File: config.mk
export PLATFORM = sky130hd
export DESIGN_NAME = video_top
export DESIGN_NICKNAME = d
export VERILOG_FILES = /design/src/source/video_pkg.sv /design/src/source/sync_axis.sv /design/src/source/vga_timing.sv /design/src/source/color_bar_pattern.sv /design/src/source/video_top.sv
export VERILOG_INCLUDE_DIRS = /design/src /design/src/include
export SDC_FILE = /design/constraint.sdc
export NUM_CORES = 1
export LEC_CHECK = 0
export ABC_CLOCK_PERIOD_IN_PS = 2500
export BUFFER_PORTS_ARGS = -buffer_cell sky130_fd_sc_hd__buf_2
export CORE_UTILIZATION = 59
export DETAILED_ROUTE_END_ITERATION = 12
export PLACE_DENSITY_LB_ADDON = 0.25
export SLEW_MARGIN = 20
export SYNTH_ARGS = -nofsm -noshare
export SYNTH_HDL_FRONTEND = slang
export SYNTH_SLANG_ARGS = --single-unit
File: constraint.sdc
create_clock -name clk -period 2.5 [get_ports clk]
set_input_delay 0.375 -clock clk [delete_from_list [all_inputs] [get_ports clk]]
set_output_delay 0.375 -clock clk [all_outputs]
set_load 0.01 [all_outputs]
File: src/include/video_defs.svh
`ifndef VIDEO_DEFS_SVH
`define VIDEO_DEFS_SVH

//----------------------------------------------------------------------------
// Clocking

`define CLK_MHZ        50
`define PIXEL_MHZ      25

// System clocks per pixel
`define PIXEL_DIV      (`CLK_MHZ / `PIXEL_MHZ)

//----------------------------------------------------------------------------
// 640x480 at 60 Hz timing, 800 pixels per line and 525 lines per frame

`define SCREEN_WIDTH   640
`define SCREEN_HEIGHT  480

`define H_FRONT        16
`define H_SYNC         96
`define H_BACK         48

`define V_FRONT        10
`define V_SYNC         2
`define V_BACK         33

//----------------------------------------------------------------------------
// Channel and coordinate widths, channels at least 4 bits

`define W_RED          4
`define W_GREEN        4
`define W_BLUE         4

`define W_X            10
`define W_Y            10

`endif

File: src/source/video_pkg.sv
`default_nettype none

`include "video_defs.svh"

package video_pkg;

    // Where a scan axis is within its line or frame
    typedef enum logic [1:0]
    {
        ACTIVE      = 2'd0,
        FRONT_PORCH = 2'd1,
        SYNC        = 2'd2,
        BACK_PORCH  = 2'd3
    }
    sync_phase_t;

    // Screen coordinates
    typedef logic [`W_X - 1:0] x_t;
    typedef logic [`W_Y - 1:0] y_t;

endpackage

`default_nettype wire

File: src/source/sync_axis.sv
`timescale 1ns/1ps
`default_nettype none

`include "video_defs.svh"

module sync_axis
    import video_pkg::*;
# (
    parameter int active_len = `SCREEN_WIDTH,
    parameter int front_len  = `H_FRONT,
    parameter int sync_len   = `H_SYNC,
    parameter int back_len   = `H_BACK
)
(
    input  wire                clk,
    input  wire                rst_n,
    input  wire                step,

    output logic [`W_X - 1:0]  count,
    output sync_phase_t        phase,
    output logic               wrap
);

    localparam int w_cnt = `W_X;
    localparam int total = active_len + front_len + sync_len + back_len;

    // Last count of each interval
    localparam logic [w_cnt - 1:0] active_last = w_cnt'(active_len - 1);
    localparam logic [w_cnt - 1:0] front_last  = w_cnt'(active_len + front_len - 1);
    localparam logic [w_cnt - 1:0] sync_last   =
        w_cnt'(active_len + front_len + sync_len - 1);
    localparam logic [w_cnt - 1:0] total_last  = w_cnt'(total - 1);

    logic [w_cnt - 1:0] count_next;
    sync_phase_t        phase_next;

    //------------------------------------------------------------------------

    assign wrap = step && (count == total_last);

    always_comb
    begin
        count_next = wrap ? '0 : count + 1'b1;
    end

    // Phase moves on when the count leaves the last position of an interval
    always_comb
    begin
        phase_next = phase;

        case (phase)
            ACTIVE:      if (count == active_last) phase_next = FRONT_PORCH;
            FRONT_PORCH: if (count == front_last)  phase_next = SYNC;
            SYNC:        if (count == sync_last)   phase_next = BACK_PORCH;
            BACK_PORCH:  if (count == total_last)  phase_next = ACTIVE;
            default:     phase_next = ACTIVE;
        endcase
    end

    //------------------------------------------------------------------------

    always_ff @(posedge clk or negedge rst_n)
    begin
        if (!rst_n)
        begin
            count <= '0;
            phase <= ACTIVE;
        end
        else if (step)
        begin
            count <= count_next;
            phase <= phase_next;
        end
    end

endmodule

`default_nettype wire

File: src/source/vga_timing.sv
`timescale 1ns/1ps
`default_nettype none

`include "video_defs.svh"

module vga_timing
    import video_pkg::*;
(
    input  wire   clk,
    input  wire   rst_n,

    output logic  pixel_en,
    output x_t    x,
    output y_t    y,
    output logic  hsync,
    output logic  vsync
);

    localparam int w_div = $clog2(`PIXEL_DIV + 1);

    localparam logic [w_div - 1:0] div_last = w_div'(`PIXEL_DIV - 1);

    logic [w_div - 1:0] div_cnt;

    logic [`W_X - 1:0]  h_count;
    logic [`W_X - 1:0]  v_count;
    sync_phase_t        h_phase;
    sync_phase_t        v_phase;
    logic               h_wrap;

    //------------------------------------------------------------------------
    // Pixel strobe, one clock in every PIXEL_DIV

    always_ff @(posedge clk or negedge rst_n)
    begin
        if (!rst_n)
        begin
            div_cnt  <= '0;
            pixel_en <= 1'b0;
        end
        else
        begin
            pixel_en <= (div_cnt == div_last);
            div_cnt  <= (div_cnt == div_last) ? '0 : div_cnt + 1'b1;
        end
    end

    //------------------------------------------------------------------------
    // Scan axes, the vertical one steps at the end of each line

    sync_axis
    # (
        .active_len ( `SCREEN_WIDTH  ),
        .front_len  ( `H_FRONT       ),
        .sync_len   ( `H_SYNC        ),
        .back_len   ( `H_BACK        )
    )
    h_axis_i
    (
        .clk   ( clk      ),
        .rst_n ( rst_n    ),
        .step  ( pixel_en ),
        .count ( h_count  ),
        .phase ( h_phase  ),
        .wrap  ( h_wrap   )
    );

    sync_axis
    # (
        .active_len ( `SCREEN_HEIGHT ),
        .front_len  ( `V_FRONT       ),
        .sync_len   ( `V_SYNC        ),
        .back_len   ( `V_BACK        )
    )
    v_axis_i
    (
        .clk   ( clk      ),
        .rst_n ( rst_n    ),
        .step  ( h_wrap   ),
        .count ( v_count  ),
        .phase ( v_phase  ),
        .wrap  (          )
    );

    assign x = h_count;
    assign y = v_count;

    // Active-low syncs, loaded with the same pixel as the color
    always_ff @(posedge clk or negedge rst_n)
    begin
        if (!rst_n)
        begin
            hsync <= 1'b1;
            vsync <= 1'b1;
        end
        else if (pixel_en)
        begin
            hsync <= (h_phase != SYNC);
            vsync <= (v_phase != SYNC);
        end
    end

endmodule

`default_nettype wire

File: src/source/color_bar_pattern.sv
`timescale 1ns/1ps
`default_nettype none

`include "video_defs.svh"

module color_bar_pattern
    import video_pkg::*;
(
    input  wire                    clk,
    input  wire                    rst_n,
    input  wire                    pixel_en,
    input  wire x_t                x,
    input  wire y_t                y,

    output logic [`W_RED   - 1:0]  red,
    output logic [`W_GREEN - 1:0]  green,
    output logic [`W_BLUE  - 1:0]  blue
);

    // Bars are 128 pixels wide, so the bar number is x above bit 6
    logic [`W_X - 8:0]       bar;
    logic [3:0]              level;

    logic [3:0]              red_4;
    logic [3:0]              green_4;
    logic [3:0]              blue_4;

    logic [`W_RED   - 1:0]   red_next;
    logic [`W_GREEN - 1:0]   green_next;
    logic [`W_BLUE  - 1:0]   blue_next;

    assign bar   = x[`W_X - 1:7];
    assign level = x[6:3];

    //------------------------------------------------------------------------

    always_comb
    begin
        red_4   = '0;
        green_4 = '0;
        blue_4  = '0;

        // Blanking area stays black
        if (x < `SCREEN_WIDTH && y < `SCREEN_HEIGHT)
        begin
            case (bar)
                0: red_4 = level;
                1: green_4 = level;
                2: blue_4 = level;
                3:
                begin
                    red_4   = level;
                    green_4 = level;
                end
                4:
                begin
                    green_4 = level;
                    blue_4  = level;
                end
                default: ;
            endcase
        end
    end

    // Intensity in the top four bits of each channel
    always_comb
    begin
        red_next   = '0;
        green_next = '0;
        blue_next  = '0;

        red_next   [`W_RED   - 1 -: 4] = red_4;
        green_next [`W_GREEN - 1 -: 4] = green_4;
        blue_next  [`W_BLUE  - 1 -: 4] = blue_4;
    end

    //------------------------------------------------------------------------

    always_ff @(posedge clk or negedge rst_n)
    begin
        if (!rst_n)
        begin
            red   <= '0;
            green <= '0;
            blue  <= '0;
        end
        else if (pixel_en)
        begin
            red   <= red_next;
            green <= green_next;
            blue  <= blue_next;
        end
    end

endmodule

`default_nettype wire

File: src/source/video_top.sv
`timescale 1ns/1ps
`default_nettype none

`include "video_defs.svh"

module video_top
    import video_pkg::*;
(
    input  wire                    clk,
    input  wire                    rst_n,

    // Pixel clock strobe for the video DAC
    output logic                   pixel_en,

    output logic                   hsync,
    output logic                   vsync,

    output logic [`W_RED   - 1:0]  red,
    output logic [`W_GREEN - 1:0]  green,
    output logic [`W_BLUE  - 1:0]  blue
);

    // Scan position from timing to pattern
    x_t x;
    y_t y;

    //------------------------------------------------------------------------

    vga_timing vga_timing_i
    (
        .clk      ( clk      ),
        .rst_n    ( rst_n    ),
        .pixel_en ( pixel_en ),
        .x        ( x        ),
        .y        ( y        ),
        .hsync    ( hsync    ),
        .vsync    ( vsync    )
    );

    color_bar_pattern color_bar_pattern_i
    (
        .clk      ( clk      ),
        .rst_n    ( rst_n    ),
        .pixel_en ( pixel_en ),
        .x        ( x        ),
        .y        ( y        ),
        .red      ( red      ),
        .green    ( green    ),
        .blue     ( blue     )
    );

endmodule

`default_nettype wire

; ---- Word-level counts from Yosys, hierarchy flattened
; Index checks and enable logic that the tools add are counted.
[word_totals]
regBits = 41
inputBits = 2
output_inout_bits = 15
wordCells = 75
[op_classes]
add_sub_neg = 3
order_cmp = 2
n_eq_ne = 29
mux = 19
reduce_logical = 11
[op_table]
columns = op, count
row1 = 10-bit == test (second input constant), 5
row2 = 10-bit by 9-bit == test with 1-bit output (second input constant), 3
row3 = 4-bit two-way mux, 6
row4 = 10-bit by 1-bit adder with 10-bit output (second input constant), 2
row5 = 10-bit two-way mux, 2
row6 = 2-bit != test (second input constant), 10
row7 = 2-bit two-way mux, 9
row8 = 2-bit case mux with 4 select lines, 2
row9 = 10-bit less-than comparator (second input constant), 1
row10 = 10-bit by 9-bit less-than comparator with 1-bit output (second input constant), 1
row11 = 5-bit AND reduction, 2
row12 = 2-bit == test (second input constant), 4
row13 = 2-bit by 1-bit == test with 1-bit output (second input constant), 3
row14 = 3-bit by 2-bit == test with 1-bit output (second input constant), 2
row15 = 2-bit zero test, 2
row16 = 2-bit OR reduction, 2
row17 = 3-bit by 1-bit == test with 1-bit output (second input constant), 1
row18 = 3-bit == test (second input constant), 1
row19 = 1-bit logical AND, 3
row20 = 3-bit zero test, 1
row21 = 3-bit OR reduction, 1
row22 = 2-bit by 1-bit adder with 2-bit output (second input constant), 1

; ---- Logic depth before layout (Yosys ltp)
[depth]
depth_word = 4
ltp_mapped = 8
mapped_depth_nobuf = 7

; ---- Hierarchy
; A second synthesis with hierarchy kept.
[hier_totals]
hier_cells = 208
area_unflattened_um2 = 2158.3
[by_module_without_submodules]
columns = mod, instances, cells_each, area_per_inst_um2, seq_area_each_um2
row1 = sync_axis (vga_timing_i.v_axis_i), 1, 72, 762.0, 300.3
row2 = sync_axis (vga_timing_i.h_axis_i), 1, 72, 710.7, 300.3
row3 = color_bar_pattern, 1, 50, 516.7, 300.3
row4 = vga_timing, 1, 14, 168.9, 127.6

; ---- Worst setup path after synthesis
; No wires, ideal clock.
[synth_path]
path_type = reg2reg
startpoint = register vga_timing_i.v_axis_i.count[0]
endpoint = register vga_timing_i.v_axis_i.phase[1]
setup_time_ns = 0.128
arrival_time_ns = 2.042
required_time_ns = 2.372
slack_ns = 0.330
path_stages_with_launch = 8
path_buffers = 0
period_less_slack_ns = 2.170
cell_sequence = dfrtp_1 inv_1 ha_1 or4b_4 nor4_4 o21ai_2 nor4_4 mux2_1
[synth_via]
elab_chain_cells = 3
word_cells_on_any_way = 9
cone_classes = 8 x eq/ne / 1 x reduce/logical
[synth_rtl]
columns = item, line_no
row1 = from (decl), sync_axis.sv:19  ; output logic [`W_X - 1:0] count,
row2 = from (signal assigned), sync_axis.sv:71  ; count <= count_next;
row3 = 10-bit by 9-bit == test with 1-bit output (tied with other cells), sync_axis.sv:54  ; SYNC: if (count == sync_last) phase_next = BACK_PORCH;
row4 = 2-bit != test (no line), -
row5 = 5-bit AND reduction (no line) (*), -
row6 = to (signal assigned), sync_axis.sv:72  ; phase <= phase_next;
row7 = to (decl), sync_axis.sv:20  ; output sync_phase_t phase,
; Mark *: on every way between the ends. The rest lies on a longest branch, timed or not.
; A chain may end at the register's enable or synchronous reset.

; ---- Worst setup path in the final report
; Same ends and word-level chain as after synthesis.

==> results.md <==
- Top sig layer: met4
- Final Cycle Share: 0.862
- Routed Antenna Nets: 0
- Routed vias/inst: 5.72
- Slew margin rel.: 0.422
- Drt wl/cell: between 10 and 15 um
- Sw Ratio: 0.199
- Crit path kind: register to register
- Sequential power share: 0.537
- Final setup TNS: 0 ns
- Yosys top cell by area: dfrtp_1
- Root Driver: clkbuf_8
- Synthesized area: 2180 um^2
- Layout area overhead: 10.6%
- Vias in the first global route: 1512
- Core ar.: 3440 um^2
- Met2 routed WL: 1.81 mm
- # DRC: 0
- GRT Util Overall: 0.226
- Async S/R FF share, synth: 1.00
- Routed wire length: 3.90 mm
- Post-route cell area: 2410 um^2
- Die height: between 60 and 70 um
- Most frequent cells after synthesis: dfrtp_1 (39), inv_1 (27), nand2_1 (16)
- H-tree Lvls: 2
- DR WL met3: between 150 and 200 um
- Nets: 249
- Placed instance area: 2290 um^2
- Gate power share: 0.010
- Initial antenna violation count: 0
- Total grt overflow: 0
- CTS tree: done
- Final WS setup: 0.346 ns
- Post-synth EDFFs: 0
- Layout cells sized above 1: 0.157
- Count of input and output buffers: 16
- PD cells: approximately 510 nW/um^2
- Fmax: 0.464 GHz
- Worst hold slack: 0.179 ns
- Vias: 1612
- Largest net degree at the start of global routing: 42
- Worst Hold Class: input pin to asynchronous set/reset pin
- Post-DP HPWL: 2.69 mm
- Worst-case vdd ir drop: 578 uV
- Distinct cells, synth: 44
- Startpoint types: register
- Fillers: about 270
- Fin util: 0.699
- Sw Pwr: 246 uW
- Die width: 62.7 um
- Worst slew pin tran: 0.867 ns
- Setup WS pre-CTS: 0.359 ns
- Syn nets: between 200 and 250
- Number of synthesized register bits: 41
- Critical path peak fanout: 7
- Synth Warn #: 0
- Clock share of power: 0.453
- Hold Vio Cnt, Final: 0
- Power consumption: 1.23 mW
- Leakage power: 1.08 nW
- CP required: ~2.7 ns
- Flop-to-flop setup slack: around 0.35 ns
- Fin crit period: about 2.2 ns
- Mapped Cells: 220
- Post-synthesis sequential area ratio: 0.473
- First-pass GRT wire length: roughly 6.8 mm
- Post-CTS resize count: 0
- Non-Filler Instances: 282
- Die area: 3930 um^2
- M1 WL: 1.87 mm
- Top FF cell, synth: dfrtp_1
- Final Slew Violations: 0
- Num CTS Buffers: 5
- # diodes: 0
- Most common cell in the netlist: dfrtp_1
- Clk Latency, worst-skew pair: 0.30 ns
- RSZ-0062 raised after global routing: false
- Largest family of logic cells by synthesized area: simple AND/OR/NAND/NOR gates
- Critical path arrival: 2.33 ns
- Hold_buf cts: 0
- Yosys top cell area share: 0.449
- Initial drt markers: 98
- Post-Synth XOR/XNOR Area: 0.0362
- Post-synthesis compound-gate area fraction: 0.140
- Clock-pin slew on the worst setup and hold paths: approximately 0.08 ns
- Max-cap violations: 0
- Setup Skew: around 0.011 ns
- Post-CTS setup buffer count: 0
- Setup crit end kind: register
- Synth top area cells: dfrtp_1 (45%), ha_1 (6.9%), inv_1 (4.7%)
- Int Pwr: 988 uW
- CTS Sinks: 41
- Row Count: 21
- Post-synthesis adder-cell area fraction: 0.0690
- Final setup fails: 0
- Post-Place Cells: roughly 270
- Avg Synthesized Cell Area: slightly below 10 um^2
- DR pass1 iterations: 4
- GP Congestion: about 0.8
- Initial core utilization: 0.632
- Status: finished clean
- Synth Area in Simple Gates: 0.180
- Post-synthesis mux area share: 0.0288
- I/O pin total: 17
- Clock Path Buffers: 2
## state kept, by name, indices dropped and copies added (netlist names), 2 cells and up
| register | count |
|---|---|
| color_bar_pattern_i.blue | 4 |
| vga_timing_i.div_cnt | 2 |
| vga_timing_i.h_axis_i.phase | 2 |
| vga_timing_i.v_axis_i.phase | 2 |
| color_bar_pattern_i.red | 4 |
| vga_timing_i.h_axis_i.count | 10 |
| vga_timing_i.v_axis_i.count | 10 |
| color_bar_pattern_i.green | 4 |
## cells in the final DEF (no fill, tap or decap), types with 3 or more instances in the layout
cell	instances
a21oi_1	4
and3_1	6
buf_2	16
buf_4	4
clkbuf_8	6
dfrtp_1	39
ha_1	12
inv_1	27
mux2i_1	4
nand2_1	16
nand3_1	8
nand4_1	3
nor2_1	10
nor2b_1	3
nor3_1	3
o21ai_0	13
o22ai_1	12
o31ai_1	8
xnor2_1	5
xor2_1	4
## power by group through the flow
| stage | registers [mW] | clock network, mW | logic, mW |
|---|---|---|---|
| floorplan | 0.676 | 0 | 0.000000407 |
| global placement | 0.676 | 0 | 0.0139 |
| detailed placement | 0.676 | 0 | 0.0138 |
| CTS | 0.663 | 0.567 | 0.0137 |
| global route | 0.663 | 0.590 | 0.0158 |
| finish | 0.663 | 0.559 | 0.0124 |
## critical path, cell delays in order, from the launching register on
cell and delay, ns:
dfrtp_1 0.45, inv_1 0.09, ha_1 0.13, or4b_4 0.46, nor4_4 0.27, o21ai_2 0.10
nor4_4 0.20, mux2_1 0.35
## kinds of logic after synthesis
logic type                 Yosys count
muxes                                6
adders and majority gates           12
buffers and inverters               39
DFF                                 41
AOI/OAI and AO/OA                   47
and+or+nand+nor                     66
xor gates and xnor gates             9
## per-layer routing
metal / GRT usage / up-vias
met1: 0.307 / 774
met3: 0.0493 / 8
met2: 0.352 / 34
met4: 0.0901 / 0
li1: - / 796
met5: 0 / -
## worst paths after layout
path                                                       startpoint                                          to  depth (start not counted)
setup / recovery           vga_timing_i.v_axis_i.count[0]$_DFFE_PN0N_  vga_timing_i.v_axis_i.phase[1]$_DFFE_PN0P_                          7
hold / removal                                                  rst_n      color_bar_pattern_i.red[0]$_DFFE_PN0P_                          1
setup reg to reg           vga_timing_i.v_axis_i.count[0]$_DFFE_PN0N_  vga_timing_i.v_axis_i.phase[1]$_DFFE_PN0P_                          7
hold reg to reg                     vga_timing_i.div_cnt[1]$_DFF_PN0_             vga_timing_i.pixel_en$_DFF_PN0_                          1
max in group asynchronous                                       rst_n  vga_timing_i.v_axis_i.count[1]$_DFFE_PN0N_                          1
min in group clk                    vga_timing_i.div_cnt[1]$_DFF_PN0_             vga_timing_i.pixel_en$_DFF_PN0_                          1
## layout make-up
type                            count  area (um^2)  area share
Clock buffer                        6         82.6      0.0343
Timing Repair Buffer               20          110      0.0458
Sequential cell                    41         1030       0.427
Inverter                           27          101      0.0421
Tap cell                           46         57.6      0.0239
Clock inverter                      2         37.5      0.0156
Multi-Input combinational cell    140          988       0.411
Note: power is estimated with default switching activity, not from simulation.
